==> config.mk <==
export PLATFORM = sky130hd
export DESIGN_NAME = fpm_top
export DESIGN_NICKNAME = d
export VERILOG_FILES = /design/src/design/fpm_pkg.sv /design/src/design/fpm_ctl.sv /design/src/design/fpm_exp.sv /design/src/design/fpm_flags.sv /design/src/design/fpm_mant.sv /design/src/design/fpm_top.sv
export VERILOG_INCLUDE_DIRS = /design/src /design/src/design
export SDC_FILE = /design/constraint.sdc
export NUM_CORES = 1
export LEC_CHECK = 0
export ABC_CLOCK_PERIOD_IN_PS = 4600
export BUFFER_PORTS_ARGS = -buffer_cell sky130_fd_sc_hd__buf_2
export CORE_MARGIN = 10
export CORE_UTILIZATION = 55
export CTS_CLUSTER_DIAMETER = 80
export DETAILED_ROUTE_END_ITERATION = 10
export PLACE_DENSITY_LB_ADDON = 0.3
export SYNTH_ARGS = -nofsm -noshare
export SYNTH_HDL_FRONTEND = slang
export SYNTH_SLANG_ARGS = --single-unit
==> constraint.sdc <==
create_clock -name f2strob -period 4.6 [get_ports f2strob]
set_input_delay 0.46 -clock f2strob [delete_from_list [all_inputs] [get_ports f2strob]]
set_output_delay 0.46 -clock f2strob [all_outputs]
set_load 0.05 [all_outputs]
==> src/design/fpm_macros.svh <==
`ifndef FPM_MACROS_SVH
`define FPM_MACROS_SVH

// mantissa is a two's complement fraction, sign in the top bit
`define FPM_MANT_W 32

// exponent is two's complement
`define FPM_EXP_W 8

`endif

==> src/design/fpm_pkg.sv <==
`include "fpm_macros.svh"

package fpm_pkg;

	// fraction mantissa and its guard-extended form
	typedef logic [`FPM_MANT_W-1:0] mant_t;
	typedef logic [`FPM_MANT_W:0] mant_g_t;

	// exponent, plus two extra bits for the range check
	typedef logic [`FPM_EXP_W-1:0] exp_t;
	typedef logic [`FPM_EXP_W+1:0] exp_x_t;

	typedef enum logic [1:0] {
		FOP_ADD = 2'd0,
		FOP_SUB = 2'd1,
		FOP_NRF = 2'd2
	} fop_t;

	typedef enum logic [3:0] {
		IDLE    = 4'd0,
		LOAD    = 4'd1,
		CMP     = 4'd2,
		ALIGN   = 4'd3,
		ADD     = 4'd4,
		FIX     = 4'd5,
		NORM    = 4'd6,
		DONE    = 4'd7,
		RELEASE = 4'd8
	} fpm_state_t;

endpackage

==> src/design/fpm_ctl.sv <==
`timescale 1ns/100ps

module fpm_ctl (
	input  logic          f2strob,
	input  logic          _0_d_,
	input  logic          req,
	output logic          ack,
	input  fpm_pkg::fop_t op,
	output logic          load,
	output logic          align_step,
	output logic          align_dec,
	output logic          flush,
	output logic          add_en,
	output logic          fix_step,
	output logic          norm_step,
	output logic          result_en,
	output logic          negate_b,
	output logic          norm_only,
	input  logic          aligned,
	input  logic          far,
	input  logic          sum_ovf,
	input  logic          normed
);

	fpm_pkg::fpm_state_t state;
	fpm_pkg::fpm_state_t state_nxt;
	fpm_pkg::fop_t op_q;
	fpm_pkg::fop_t op_sel;

	// op is taken straight from the port during LOAD, held afterwards
	assign op_sel = (state == fpm_pkg::LOAD) ? op : op_q;
	assign negate_b = (op_sel == fpm_pkg::FOP_SUB);
	assign norm_only = (op_sel == fpm_pkg::FOP_NRF);

	always_comb begin
		state_nxt = state;
		case (state)
			fpm_pkg::IDLE: begin
				if (req)
					state_nxt = fpm_pkg::LOAD;
			end
			fpm_pkg::LOAD: begin
				state_nxt = norm_only ? fpm_pkg::NORM : fpm_pkg::CMP;
			end
			fpm_pkg::CMP: begin
				state_nxt = aligned ? fpm_pkg::ADD : fpm_pkg::ALIGN;
			end
			fpm_pkg::ALIGN: begin
				// far operand goes in a single flush
				if (far || aligned)
					state_nxt = fpm_pkg::ADD;
			end
			fpm_pkg::ADD: begin
				state_nxt = sum_ovf ? fpm_pkg::FIX : fpm_pkg::NORM;
			end
			fpm_pkg::FIX: begin
				state_nxt = fpm_pkg::NORM;
			end
			fpm_pkg::NORM: begin
				if (normed)
					state_nxt = fpm_pkg::DONE;
			end
			fpm_pkg::DONE: begin
				// hold results until the requester lets go
				if (!req)
					state_nxt = fpm_pkg::RELEASE;
			end
			fpm_pkg::RELEASE: begin
				state_nxt = fpm_pkg::IDLE;
			end
			default: begin
				state_nxt = fpm_pkg::IDLE;
			end
		endcase
	end

	// datapath strobes, one cycle each
	assign load = (state == fpm_pkg::LOAD);
	assign align_step = (state == fpm_pkg::ALIGN) && !far;
	assign align_dec = (state == fpm_pkg::ALIGN) && !far;
	assign flush = (state == fpm_pkg::ALIGN) && far;
	assign add_en = (state == fpm_pkg::ADD);
	assign fix_step = (state == fpm_pkg::FIX);
	assign norm_step = (state == fpm_pkg::NORM) && !normed;
	assign result_en = (state == fpm_pkg::NORM) && normed;

	always_ff @(posedge f2strob or negedge _0_d_) begin
		if (!_0_d_) begin
			state <= fpm_pkg::IDLE;
			ack <= 1'b0;
			op_q <= fpm_pkg::FOP_ADD;
		end else begin
			state <= state_nxt;
			// ack high for exactly the DONE stay
			ack <= (state_nxt == fpm_pkg::DONE);
			if (load)
				op_q <= op;
		end
	end

endmodule

==> src/design/fpm_exp.sv <==
`timescale 1ns/100ps

`include "fpm_macros.svh"

module fpm_exp (
	input  logic            f2strob,
	input  logic            _0_d_,
	input  fpm_pkg::exp_t   a_exp,
	input  fpm_pkg::exp_t   b_exp,
	input  logic            load,
	input  logic            align_dec,
	input  logic            fix_step,
	input  logic            norm_step,
	input  logic            norm_only,
	output logic            aligned,
	output logic            far,
	output logic            b_smaller,
	output fpm_pkg::exp_x_t r_exp_x
);

	fpm_pkg::exp_x_t a_x;
	fpm_pkg::exp_x_t b_x;
	fpm_pkg::exp_x_t diff;
	fpm_pkg::exp_x_t dcnt;
	logic diff_neg;

	assign a_x = {{2{a_exp[`FPM_EXP_W-1]}}, a_exp};
	assign b_x = {{2{b_exp[`FPM_EXP_W-1]}}, b_exp};
	assign diff = a_x - b_x;
	assign diff_neg = diff[`FPM_EXP_W+1];

	// shift count that would push every bit out
	assign far = (dcnt >= fpm_pkg::exp_x_t'(`FPM_MANT_W));

	// no step left, or the current step is the last
	assign aligned = (dcnt == '0) || (align_dec && (dcnt == fpm_pkg::exp_x_t'(1)));

	always_ff @(posedge f2strob or negedge _0_d_) begin
		if (!_0_d_) begin
			dcnt <= '0;
			b_smaller <= 1'b0;
		end else if (load) begin
			if (norm_only) begin
				dcnt <= '0;
				b_smaller <= 1'b0;
			end else begin
				dcnt <= diff_neg ? -diff : diff;
				b_smaller <= !diff_neg && (diff != '0);
			end
		end else if (align_dec) begin
			dcnt <= dcnt - fpm_pkg::exp_x_t'(1);
		end
	end

	// result exponent starts from the larger operand
	always_ff @(posedge f2strob) begin
		if (load)
			r_exp_x <= (norm_only || !diff_neg) ? a_x : b_x;
		else if (fix_step)
			r_exp_x <= r_exp_x + fpm_pkg::exp_x_t'(1);
		else if (norm_step)
			r_exp_x <= r_exp_x - fpm_pkg::exp_x_t'(1);
	end

endmodule

==> src/design/fpm_flags.sv <==
`timescale 1ns/100ps

`include "fpm_macros.svh"

module fpm_flags (
	input  logic            f2strob,
	input  logic            _0_d_,
	input  logic            result_en,
	input  fpm_pkg::mant_t  sum,
	input  fpm_pkg::exp_x_t r_exp_x,
	output fpm_pkg::mant_t  r_mant,
	output fpm_pkg::exp_t   r_exp,
	output logic            z_f,
	output logic            m_f,
	output logic            v_f
);

	logic over;
	logic zero;

	// in range only if the two extra bits copy the exponent sign
	assign over = !((&r_exp_x[`FPM_EXP_W+1:`FPM_EXP_W-1]) ||
		!(|r_exp_x[`FPM_EXP_W+1:`FPM_EXP_W-1]));
	assign zero = over || (sum == '0);

	always_ff @(posedge f2strob or negedge _0_d_) begin
		if (!_0_d_) begin
			r_mant <= '0;
			r_exp <= '0;
			z_f <= 1'b0;
			m_f <= 1'b0;
			v_f <= 1'b0;
		end else if (result_en) begin
			r_mant <= zero ? '0 : sum;
			r_exp <= zero ? '0 : r_exp_x[`FPM_EXP_W-1:0];
			z_f <= zero;
			m_f <= !zero && sum[`FPM_MANT_W-1];
			v_f <= over;
		end
	end

endmodule

==> src/design/fpm_mant.sv <==
`timescale 1ns/100ps

`include "fpm_macros.svh"

module fpm_mant (
	input  logic           f2strob,
	input  logic           _0_d_,
	input  fpm_pkg::mant_t a_mant,
	input  fpm_pkg::mant_t b_mant,
	input  logic           load,
	input  logic           align_step,
	input  logic           flush,
	input  logic           add_en,
	input  logic           fix_step,
	input  logic           norm_step,
	input  logic           negate_b,
	input  logic           b_smaller,
	input  logic           norm_only,
	output logic           sum_ovf,
	output logic           normed,
	output fpm_pkg::mant_t sum
);

	fpm_pkg::mant_g_t a_g;
	fpm_pkg::mant_g_t b_ext;
	fpm_pkg::mant_g_t b_g;
	fpm_pkg::mant_g_t opa;
	fpm_pkg::mant_g_t opb;
	fpm_pkg::mant_g_t add_res;
	fpm_pkg::mant_g_t sum_r;

	assign a_g = {a_mant[`FPM_MANT_W-1], a_mant};
	assign b_ext = {b_mant[`FPM_MANT_W-1], b_mant};

	// negation in guard width, so -1.0 becomes +1.0 cleanly
	assign b_g = negate_b ? -b_ext : b_ext;

	assign add_res = opa + opb;

	// looked at during ADD, chooses the FIX step
	assign sum_ovf = add_res[`FPM_MANT_W] ^ add_res[`FPM_MANT_W-1];

	assign normed = (sum_r[`FPM_MANT_W-1] ^ sum_r[`FPM_MANT_W-2]) || (sum_r == '0);
	assign sum = sum_r[`FPM_MANT_W-1:0];

	// operand registers, only the smaller one is shifted
	always_ff @(posedge f2strob) begin
		if (load) begin
			opa <= a_g;
			opb <= b_g;
		end else if (align_step) begin
			if (b_smaller)
				opb <= $signed(opb) >>> 1;
			else
				opa <= $signed(opa) >>> 1;
		end else if (flush) begin
			if (b_smaller)
				opb <= {(`FPM_MANT_W+1){opb[`FPM_MANT_W]}};
			else
				opa <= {(`FPM_MANT_W+1){opa[`FPM_MANT_W]}};
		end
	end

	always_ff @(posedge f2strob or negedge _0_d_) begin
		if (!_0_d_) begin
			sum_r <= '0;
		end else if (load) begin
			if (norm_only)
				sum_r <= a_g;
		end else if (add_en) begin
			sum_r <= add_res;
		end else if (fix_step) begin
			// guard bit moves back into the sign
			sum_r <= $signed(sum_r) >>> 1;
		end else if (norm_step) begin
			sum_r <= sum_r << 1;
		end
	end

endmodule

==> src/design/fpm_top.sv <==
`timescale 1ns/100ps

module fpm_top (
	input  logic           f2strob,
	input  logic           _0_d_,
	input  logic           req,
	output logic           ack,
	input  fpm_pkg::fop_t  op,
	input  fpm_pkg::exp_t  a_exp,
	input  fpm_pkg::mant_t a_mant,
	input  fpm_pkg::exp_t  b_exp,
	input  fpm_pkg::mant_t b_mant,
	output fpm_pkg::exp_t  r_exp,
	output fpm_pkg::mant_t r_mant,
	output logic           z_f,
	output logic           m_f,
	output logic           v_f
);

	logic load;
	logic align_step;
	logic align_dec;
	logic flush;
	logic add_en;
	logic fix_step;
	logic norm_step;
	logic result_en;
	logic negate_b;
	logic norm_only;
	logic aligned;
	logic far;
	logic b_smaller;
	logic sum_ovf;
	logic normed;
	fpm_pkg::mant_t sum;
	fpm_pkg::exp_x_t r_exp_x;

	fpm_ctl u_ctl (
		.f2strob    (f2strob),
		._0_d_      (_0_d_),
		.req        (req),
		.ack        (ack),
		.op         (op),
		.load       (load),
		.align_step (align_step),
		.align_dec  (align_dec),
		.flush      (flush),
		.add_en     (add_en),
		.fix_step   (fix_step),
		.norm_step  (norm_step),
		.result_en  (result_en),
		.negate_b   (negate_b),
		.norm_only  (norm_only),
		.aligned    (aligned),
		.far        (far),
		.sum_ovf    (sum_ovf),
		.normed     (normed)
	);

	fpm_exp u_exp (
		.f2strob   (f2strob),
		._0_d_     (_0_d_),
		.a_exp     (a_exp),
		.b_exp     (b_exp),
		.load      (load),
		.align_dec (align_dec),
		.fix_step  (fix_step),
		.norm_step (norm_step),
		.norm_only (norm_only),
		.aligned   (aligned),
		.far       (far),
		.b_smaller (b_smaller),
		.r_exp_x   (r_exp_x)
	);

	fpm_mant u_mant (
		.f2strob    (f2strob),
		._0_d_      (_0_d_),
		.a_mant     (a_mant),
		.b_mant     (b_mant),
		.load       (load),
		.align_step (align_step),
		.flush      (flush),
		.add_en     (add_en),
		.fix_step   (fix_step),
		.norm_step  (norm_step),
		.negate_b   (negate_b),
		.b_smaller  (b_smaller),
		.norm_only  (norm_only),
		.sum_ovf    (sum_ovf),
		.normed     (normed),
		.sum        (sum)
	);

	fpm_flags u_flags (
		.f2strob   (f2strob),
		._0_d_     (_0_d_),
		.result_en (result_en),
		.sum       (sum),
		.r_exp_x   (r_exp_x),
		.r_mant    (r_mant),
		.r_exp     (r_exp),
		.z_f       (z_f),
		.m_f       (m_f),
		.v_f       (v_f)
	);

endmodule

==> key figures, run 1 <==
Run status
  – Status: finished, final reports clean

Logic synthesis
  – Area of the mapped netlist: 0.01115 mm²
  – Largest area contributor in the netlist: dfrtp_1
  – Area share of fa/ha/maj cells after synthesis: 6.598%
  – Mux cell area share after synthesis: 2.289%
  – Main flop type after synthesis: dfrtp_1
  – Sequential share of the synthesized area: 41.34%
  – Synthesized instance count: 1219
  – Synth Area in Simple Gates: 13.87%
  – Yosys top cell area share: 20.87%
  – Complex-gate fraction of the synthesized area: 25.66%
  – Synth Area in XOR/XNOR: 6.519%
  – Largest cells by area after synthesis: dfrtp_1 21%, edfxtp_1 20%, a21oi_1 6.8%
  – Flops & latches, synth: 169
  – Async set-reset flop share out of synthesis: 55.03%
  – Synthesized area per cell: 9.147 µm²
  – Yosys cell types: 72
  – EDFF count, synth: 76
  – Synth Net Count: 1361
  – Synth warnings: 0
  – Main combinational cell family by area after synthesis: compound AO/OA/AOI/OAI gates

Global route
  – Gr usage total: 22.94%
  – Initial antenna violation count: 0
  – Largest net degree at the start of global routing: 73
  – Global-route wire length before repair: 49.07 mm
  – Vias in the first global route: 9270
  – Grt total ovfl: 0

Finish
  – Area Growth Syn to Fin: 12.80%
  – Multi-input gate area: 0.006165 mm²
  – Nets@finish: 1457
  – FF/Latch Area: 0.004609 mm²
  – Share of layout cells above drive strength 1: 15.36%
  – ANT cells: 0
  – Final Util: 62.57%
  – Fillers: 1741
  – Non-Filler Cell Area, Final: 0.01258 mm²

Critical path
  – Crit path max fanout: 43
  – Critical Path AT: 3.77 ns
  – CP required: 4.96 ns
  – Critical Path Source Type: flop
  – Crit path capture type: flop
  – Crit Path Category: flop to flop

Floorplanning
  – Num ports: 129
  – Std-Cell Rows: 52
  – Die ar.: 0.02637 mm²
  – Core Area: 0.02010 mm²
  – Starting density of the core: 55.46%
  – Die X: 162.4 µm
  – Die Y-Extent: 162.4 µm

Timing
  – Final Hold Viols: 0
  – Period utilisation layout: 74.06%
  – Max transition margin: 14.47%
  – Max Clk Rate: 293.5 MHz
  – Slew Viols, Final: 0
  – Clk_skew: 0.009265 ns
  – RSZ-0062 raised after global routing: false
  – Tightest Pin Transition: 1.277 ns
  – Tmin final: 3.407 ns
  – Setup-failing EPs final: 0
  – Sum Neg Setup Slack: 0 ns

Routing
  – Drt pass-1 iters: 5
  – Via count: 9798
  – Residual DRC: 0
  – Wirelength per Cell: 19.38 µm
  – Vias/cell: 6.131
  – Final ANT Viol Nets: 0
  – Final wirelength: 30.97 mm
  – 1st-iter DRT viols: 888

Place
  – Post-place instance area: 0.01204 mm²
  – Post-detail-place hpwl: 23.19 mm
  – IO buf count: 128
  – GP Congestion: 0.9641

Worst hold path
  – Worst Hold Class: input port to async pin

Power
  – Final Power: 9737 µW
  – Worst VDD drop: 322.7 µV
  – Power Density: 774.1 mW/mm²
  – Leakage: 0.005242 µW

Clocking
  – Root buf cell: clkbuf_16
  – Register clock-pin slew on the reported worst setup and hold paths: 0.07 ns
  – Hold_buf cts: 0
  – CTS max path bufs: 2
  – TritonCTS clock tree: built
  – Total clock sinks: 169
  – Post-CTS sizing: 0
  – Worst-Skew Late Latency: 0.43 ns
  – Number of CTS-inserted buffers: 17
  – Postcts setup bufs: 0
  – Depth of the CTS H-tree: 4

Flow run
  – Max Cap Viol: 0
worst paths after layout:
kind | start | to | slack (ns) | cells after the start
max | u_mant.sum_r[23] | u_flags.r_mant[26] | 1.19 | 9
min | _0_d_ | u_ctl.op_q[1] | 0.10 | 1
max reg2reg | u_mant.sum_r[23] | u_flags.r_mant[26] | 1.19 | 9
min reg2reg | u_flags.v_f | u_flags.v_f | 0.49 | 1
max in group asynchronous | _0_d_ | u_mant.sum_r[29] | 3.56 | 2
min in group f2strob | req | u_ctl.state[3] | 0.27 | 2
worst max-delay path, cell delays in order (launching register included):
cell and delay, ns:
dfrtp_1 0.43, nor4_1 0.55, nand4_1 0.19, nor3_1 0.45, nor2_1 0.14, or4_1 0.49
buf_4 0.28, nor3_4 0.20, buf_4 0.38, a22o_1 0.19
power by group:
part | switching, µW | total [µW] | internal (µW)
combinational | 3480 | 5480 | 2000
clock | 609 | 1350 | 740
sequential | 545 | 2910 | 2360
state kept, by name (all words and copies together), names as in the netlist:
name	flops
u_ctl.ack	1
u_exp.r_exp_x	10
u_mant.opb	33
u_flags.v_f	1
u_exp.dcnt	10
u_mant.opa	33
u_flags.r_exp	8
u_mant.sum_r	33
u_exp.b_smaller	1
u_ctl.op_q	2
u_flags.z_f	1
u_flags.r_mant	32
u_ctl.state	4
cell usage after synthesis, types with 5 or more instances:
cell        n
or3_1       6
and3_1      9
inv_2       6
and2_1      5
nand2_1   110
o21ai_0    17
mux2i_1    12
a21oi_1   151
nor2b_1     9
ha_1       54
edfxtp_1   76
buf_2       5
buf_1       7
o22ai_1    20
nor4_1     16
a22o_1     41
clkbuf_1   56
a211oi_1   41
inv_1      33
o21ai_1    51
a21o_1     23
a31oi_1    19
a221oi_1    7
dfrtp_1    93
xnor2_1    46
o211ai_1   11
xor2_1     37
mux2_1      6
nand2b_1   12
nand3_1     9
o31ai_1    12
nor3_1     23
mux2_2      6
nor2_1    113
o41ai_1     5
o21bai_1    8
nand4_1     7
cell families after synthesis:
logic type / after synthesis
muxes: 24
adders and majority gates: 57
DFF: 169
buffers and inverters: 108
xor gates and xnor gates: 83
and+or+nand+nor: 336
AOI/OAI and AO/OA: 442
per-layer routing:
layer,GRT usage [%],part of all wire [%],vias up
met5,0,0,-
met4,6.658,1.8,0
met3,4.146,7.1,31
met2,32.70,43,390
met1,34.60,49,4653
li1,-,-,4724
stage by stage:
step | setup slack (ns) | hold WS (ns) | cells
6_report | 1.193 | 0.1000 | 1598
5_1_grt | 1.000 | 0.1628 | 1598
4_1_cts | 1.262 | 0.1468 | 1598
3_5_place_dp | 1.205 | 0.4816 | 1566
3_3_place_gp | 1.337 | 0.4767 | 1566
2_1_floorplan | 0.8846 | 0.1644 | 1219
cell usage in the layout, fill, tap and decap left out, drive strengths merged, types with 11 or more instances in the layout:
| cell type | instances |
|---|---|
| a21oi | 154 |
| buf | 146 |
| nor2 | 113 |
| nand2 | 110 |
| dfrtp | 93 |
| edfxtp | 76 |
| o21ai | 69 |
| ha | 54 |
| xnor2 | 46 |
| a22o | 41 |
| a211oi | 41 |
| inv | 40 |
| xor2 | 37 |
| nor3 | 24 |
| a21o | 23 |
| o22ai | 20 |
| clkbuf | 20 |
| a31oi | 19 |
| nor4 | 16 |
| nand2b | 13 |
| o31ai | 12 |
| mux2i | 12 |
| mux2 | 12 |
| o211ai | 11 |
cell type report:
type	instances	share of cell area, %
flip-flops and latches	169	36.65
repair buffers	146	6.187
clock buffers	20	3.472
multi-input cells	942	49.01
inverters	39	1.184
well taps	270	2.686
clock inverters	12	0.8157
Power figures use the tool's default switching activity.
==> run 2, diff against run 1 <==
--- a/config.mk
+++ b/config.mk
@@ -6,7 +6,8 @@
 export SDC_FILE = /design/constraint.sdc
 export NUM_CORES = 1
 export LEC_CHECK = 0
-export ABC_CLOCK_PERIOD_IN_PS = 4600
+export ABC_AREA = 1
+export ABC_CLOCK_PERIOD_IN_PS = 3100
 export BUFFER_PORTS_ARGS = -buffer_cell sky130_fd_sc_hd__buf_2
 export CORE_MARGIN = 10
 export CORE_UTILIZATION = 55
==> constraint.sdc (replaced) <==
create_clock -name f2strob -period 3.1 [get_ports f2strob]
set_input_delay 0.31 -clock f2strob [delete_from_list [all_inputs] [get_ports f2strob]]
set_output_delay 0.31 -clock f2strob [all_outputs]
set_load 0.05 [all_outputs]
==> run 2 against run 1 <==
  * Count of clock-buffer cells in the layout shrank 1
  * Worst setup slack lost 0.73 ns
  * Maximum frequency grew 29%
  * Synthesized cell count grew 54%
  * Critical endpoint is now u_exp.r_exp_x[7]
  * Largest power group unchanged
  * Highest routed layer unchanged
==> key figures, run 2 <==
Timing
  – Slew Viols, Final: 0
  – Setup-failing EPs final: 0
  – Max transition margin: 50.79%
  – Tightest Pin Transition: 0.7371 ns
  – Max Clk Rate: 379.4 MHz
  – RSZ-0062 raised after global routing: false
  – Sum Neg Setup Slack: 0 ns
  – Tmin final: 2.636 ns
  – Clk_skew: 0.01160 ns
  – Final Hold Viols: 0
  – Period utilisation layout: 85.03%

Critical path
  – Slowest stage cell, crit path: dfrtp_1
  – Crit path max fanout: 6
  – Reg2reg path depth: 11
  – Critical path's most frequent cell: a21oi_1
  – Crit path depth: 11
  – Cells along the critical path: inv_2, nor2_4, nand2_1, ha_1, a21oi_1, o21ai_0, a21oi_1, o21bai_1, a21oi_1, o21ai_0, nand2_1
  – CP required: 3.28 ns
  – Crit Path Category: flop to flop
  – Crit path capture type: flop
  – Kind of cell adding the most delay to the critical path: compound AO/OA/AOI/OAI gates
  – Critical path buffers and inverters: 1
  – Critical Path AT: 2.81 ns
  – Worst path max stage delay: 0.46 ns
  – Critical Path Source Type: flop

Logic synthesis
  – EDFF count, synth: 76
  – Synth cell count leaders: 618 x nand2_1, 260 x inv_1, 177 x nor2_1
  – Largest cells by area after synthesis: dfrtp_1 19%, nand2_1 18%, edfxtp_1 18%
  – Main flop type after synthesis: dfrtp_1
  – Yosys cell types: 49
  – Async set-reset flop share out of synthesis: 55.03%
  – Synthesized instance count: 1878
  – Largest area contributor in the netlist: dfrtp_1
  – Area of the mapped netlist: 0.01258 mm²
  – Cell with the most instances after synthesis: nand2_1
  – Synth warnings: 0
  – Synth Net Count: 2020
  – Yosys top cell area share: 18.50%
  – Synthesized area per cell: 6.698 µm²
  – Flops & latches, synth: 169
  – Sequential share of the synthesized area: 36.64%

Clocking
  – CTS max path bufs: 2
  – Depth of the CTS H-tree: 4
  – Postcts setup bufs: 0
  – Worst-Skew Late Latency: 0.43 ns
  – Total clock sinks: 169
  – Number of CTS-inserted buffers: 17
  – Post-CTS sizing: 0
  – TritonCTS clock tree: built
  – Register clock-pin slew on the reported worst setup and hold paths: 0.07 ns
  – Root buf cell: clkbuf_16

Global route
  – Initial antenna violation count: 0
  – Gr usage total: 26.31%
  – Vias in the first global route: 12350
  – Largest net degree at the start of global routing: 115
  – Global-route wire length before repair: 61.71 mm
  – Grt total ovfl: 0

Finish
  – Commonest non-fill, non-tap cell in the layout: nand2_1
  – FF/Latch Area: 0.004609 mm²
  – Area Growth Syn to Fin: 12.34%
  – Fillers: 2112
  – ANT cells: 0
  – Nets@finish: 2131
  – Most frequent cells in the layout: 618 x nand2_1, 259 x inv_1, 176 x nor2_1
  – Multi-input gate area: 0.006686 mm²
  – Share of layout cells above drive strength 1: 10.74%
  – Largest regs: u_mant.opa x33, u_mant.opb x33, u_mant.sum_r x33

Flow run
  – Max Cap Viol: 0

Floorplanning
  – Die X: 171.2 µm
  – Std-Cell Rows: 55
  – Starting density of the core: 55.73%
  – Die Y-Extent: 171.2 µm
  – Die ar.: 0.02932 mm²
  – Num ports: 129
  – Core Area: 0.02257 mm²

Place
  – GP Congestion: 0.9691
  – Post-detail-place hpwl: 29.40 mm
  – IO buf count: 128

Routing
  – Final wirelength: 38.10 mm
  – Residual DRC: 0
  – Vias/cell: 5.544
  – Wirelength per Cell: 16.66 µm
  – Via count: 12680
  – 1st-iter DRT viols: 1058
  – Drt pass-1 iters: 5
  – Final ANT Viol Nets: 0

Power
  – Leakage: 0.007383 µW
  – Power Density: 1083 mW/mm²
  – Worst VDD drop: 439.3 µV
  – Final Power: 15300 µW

Run status
  – Status: finished, final reports clean

Worst hold path
  – Hold depth: 2
  – Worst Hold Class: input port to flop
[run 2: layout make-up]
type / instances / area share [%]
Inverter: 273 / 7.260
Tap cell: 285 / 2.523
Clock buffer: 19 / 3.364
Multi-Input combinational cell: 1378 / 47.31
Timing Repair Buffer: 150 / 5.914
Clock inverter: 13 / 1.009
Sequential cell: 169 / 32.62
[run 2: kinds of logic (layout without fill, tap and decap cells)]
family	after synthesis	after routing	share of synthesized area (%)
compound gates	345	345	14.61
xor+xnor	16	16	1.114
fa+ha+maj	57	57	5.848
buf+inv	331	455	10.33
flops	169	169	36.64
mux	2	2	0.1691
simple gates	958	958	31.28
[run 2: metrics by stage]
step | worst slack [ns] | util [%] | hold slack [ns] | cell area, µm² | std cells
floorplan | 0.3765 | - | 0.01441 | 12580 | 1878
global placement | 0.4606 | 59.83 | 0.3818 | 13500 | 2254
detailed placement | 0.3798 | 59.83 | 0.3940 | 13500 | 2254
CTS | 0.4820 | 62.61 | 0.06833 | 14130 | 2287
global route | 0.2448 | 62.61 | 0.07634 | 14130 | 2287
finish | 0.4642 | 62.61 | 0.07665 | 14130 | 2287
[run 2: metal layers]
metal  vias up  share of wire [%]  GRT usage (%)
li1       6288                  -              -
met1      5805                 42          33.58
met2       500                 47          42.73
met3        85                7.1          4.171
met4         0                4.1          12.67
met5         -                  0              0
[run 2: repair_timing]
item | 4_1_cts | 5_1_grt
endpoints found under the setup margin | 0 | 0
hold buffers | 1 | 0
endpoints found under the hold margin | 48 | 0
[run 2: worst paths after layout]
path / slack [ns] / to / from
max: 0.46 / u_exp.r_exp_x[7] / u_ctl.state[0]
min: 0.08 / u_ctl.state[3] / req
min reg2reg: 0.47 / u_flags.r_exp[2] / u_flags.r_exp[2]
max reg2reg: 0.46 / u_exp.r_exp_x[7] / u_ctl.state[0]
max in group asynchronous: 1.86 / u_flags.r_mant[31] / _0_d_
min in group asynchronous: 0.45 / u_mant.sum_r[3] / _0_d_
[run 2: where the power goes]
part | switching (µW) | leakage (µW) | internal, µW | total [µW]
logic | 6060 | 0.00521 | 2750 | 8820
registers | 720 | 0.00187 | 3490 | 4210
clock network | 1030 | 0.000306 | 1240 | 2270
==> run 3, diff against run 2 <==
--- a/config.mk
+++ b/config.mk
@@ -9,7 +9,7 @@
 export ABC_AREA = 1
 export ABC_CLOCK_PERIOD_IN_PS = 3100
 export BUFFER_PORTS_ARGS = -buffer_cell sky130_fd_sc_hd__buf_2
-export CORE_MARGIN = 10
+export CORE_MARGIN = 1
 export CORE_UTILIZATION = 55
 export CTS_CLUSTER_DIAMETER = 80
 export DETAILED_ROUTE_END_ITERATION = 10
==> run 3 against run 2 <==
  * Combinational power is essentially flat
  * Critical endpoint is now u_mant.sum_r[30]
  * Count of clock-buffer cells in the layout shrank 2
  * Utilization grew 1.4 points
  * Worst hold slack gained 0.033 ns
  * Critical path depth unchanged
  * Via count down 0.12%
  * First-iteration DRC count is 6.4% higher
  * Wire length fell by 2.8%
  * Total power is essentially flat
==> key figures, run 3 (synthesis gave the netlist of run 2 again) <==
Finish
  – Largest regs: u_mant.opa x33, u_mant.opb x33, u_mant.sum_r x33
  – Area Growth Syn to Fin: 12.41%
  – Non-filler cells, final: 2286
  – Fillers: 2052
  – Most frequent cells in the layout: 618 x nand2_1, 259 x inv_1, 176 x nor2_1
  – Share of layout cells above drive strength 1: 10.92%
  – Nets@finish: 2135
  – FF/Latch Area: 0.004609 mm²
  – Multi-input gate area: 0.006686 mm²
  – Final Util: 64.01%
  – ANT cells: 0
  – Commonest non-fill, non-tap cell in the layout: nand2_1

Power
  – Leakage: 0.007390 µW
  – Final Power: 15300 µW
  – Internal Dissipation: 7368 µW
  – Flop pwr share: 27.5%
  – Clock power frac: 14.7%
  – Worst VDD drop: 668.1 µV
  – P_sw: 7934 µW
  – Sw Share: 51.85%
  – Comb pwr share: 57.8%
  – Power Density: 1082 mW/mm²

Critical path
  – Crit path max fanout: 89
  – CP required: 3.47 ns
  – Critical Path Source Type: flop
  – Flop2flop setup slack: 0.41 ns
  – Crit path capture type: flop
  – Critical Path AT: 3.05 ns
  – Crit Path Category: flop to flop

Worst hold path
  – Worst Hold Class: input port to flop

Clocking
  – Root buf cell: clkbuf_16
  – Postcts setup bufs: 0
  – Register clock-pin slew on the reported worst setup and hold paths: 0.07 ns
  – Total clock sinks: 169
  – Number of CTS-inserted buffers: 17
  – CTS max path bufs: 2
  – TritonCTS clock tree: built
  – Post-CTS sizing: 0
  – Hold_buf cts: 1
  – Depth of the CTS H-tree: 4
  – Worst-Skew Late Latency: 0.45 ns

Place
  – Post-detail-place hpwl: 28.76 mm
  – Cells after DPL: 2253
  – GP Congestion: 0.9638
  – Pre-CTS WS: 0.4370 ns
  – IO buf count: 128

Routing
  – Residual DRC: 0
  – Vias/cell: 5.539
  – Final wirelength: 37.05 mm
  – Drt pass-1 iters: 7
  – Via count: 12660
  – Final ANT Viol Nets: 0
  – 1st-iter DRT viols: 1126
  – Wirelength per Cell: 16.21 µm

Run status
  – Status: finished, final reports clean

Floorplanning
  – Starting density of the core: 56.94%
  – Die X: 153.2 µm
  – Die Y-Extent: 153.2 µm
  – Core Area: 0.02209 mm²
  – Std-Cell Rows: 54
  – Num ports: 129
  – Die ar.: 0.02348 mm²

Timing
  – PnR worst setup slack: 0.4149 ns
  – Max transition margin: 49.05%
  – Setup-failing EPs final: 0
  – Tmin final: 2.685 ns
  – Slew Viols, Final: 0
  – Tightest Pin Transition: 0.7642 ns
  – Clk_skew: 0.01520 ns
  – Sum Neg Setup Slack: 0 ns
  – Max Clk Rate: 372.4 MHz
  – Period utilisation layout: 86.62%
  – Final Hold Viols: 0
  – RSZ-0062 raised after global routing: false

Global route
  – Initial antenna violation count: 0
  – Global-route wire length before repair: 60.33 mm
  – Largest net degree at the start of global routing: 90
  – Gr usage total: 32.52%
  – Vias in the first global route: 12030
  – Grt total ovfl: 0

Flow run
  – Max Cap Viol: 0
## run 3: changes by cell type in the layout (fill, tap and decap cells not counted)
cell	change
clkinv_2	-1
buf_12	-1
clkinv_8	+3
inv_4	-1
inv_12	+4
clkbuf_16	-2
inv_8	-3
bufinv_16	-1
buf_4	+5
inv_6	+1
## run 3: power groups by stage
stage                     clock [µW]  sequential [µW]  combinational (µW)
after floorplan                    0             4650                5990
after global placement             0             4210                8530
after detailed placement           0             4220                8700
after CTS                       2270             4180                8760
after global routing            2340             4280                9970
final                           2250             4210                8840
## run 3: area by class of cell
| cell class | count | area share [%] |
|---|---|---|
| clock buffer | 17 | 3.008 |
| clock inverter | 15 | 1.345 |
| inverter | 273 | 7.255 |
| multi-input combinational | 1378 | 47.28 |
| sequential | 169 | 32.60 |
| tap | 280 | 2.477 |
| timing repair buffer | 154 | 6.034 |
## run 3: layer usage
layer | wire (µm) | up-vias | global-route usage [%]
li1 | - | 6309 | -
met1 | 16030 | 5731 | 42.84
met2 | 16750 | 526 | 52.88
met3 | 2536 | 97 | 4.083
met4 | 1729 | 0 | 16.21
met5 | 0 | - | 0
## run 3: through the flow
stage | instance area, µm² | hold WS (ns)
floorplan | 12580 | 0.01441
global placement | 13520 | 0.4076
detailed placement | 13520 | 0.4174
CTS | 14140 | 0.1049
global route | 14140 | 0.1087
finish | 14140 | 0.1095
## run 3: worst paths after layout
check | startpoint | end | cells after the start
max in group asynchronous | _0_d_ | u_exp.dcnt[9] | 3
worst min register to register | u_flags.r_mant[8] | u_flags.r_mant[8] | 2
worst max register to register | u_ctl.state[0] | u_mant.sum_r[30] | 11
min in group asynchronous | _0_d_ | u_flags.r_mant[10] | 2
worst max-delay path | u_ctl.state[0] | u_mant.sum_r[30] | 11
worst min-delay path | req | u_ctl.state[3] | 2
## run 3: worst max-delay path, cell delays in order, from the launching register on
cell	delay, ns
dfrtp_1	0.48
inv_2	0.11
nor2_4	0.13
nand2_2	0.23
clkinv_2	0.16
buf_12	0.32
nor2_1	0.15
nand3_1	0.12
nand2_2	0.06
inv_2	0.52
nor2_1	0.12
a21oi_1	0.15
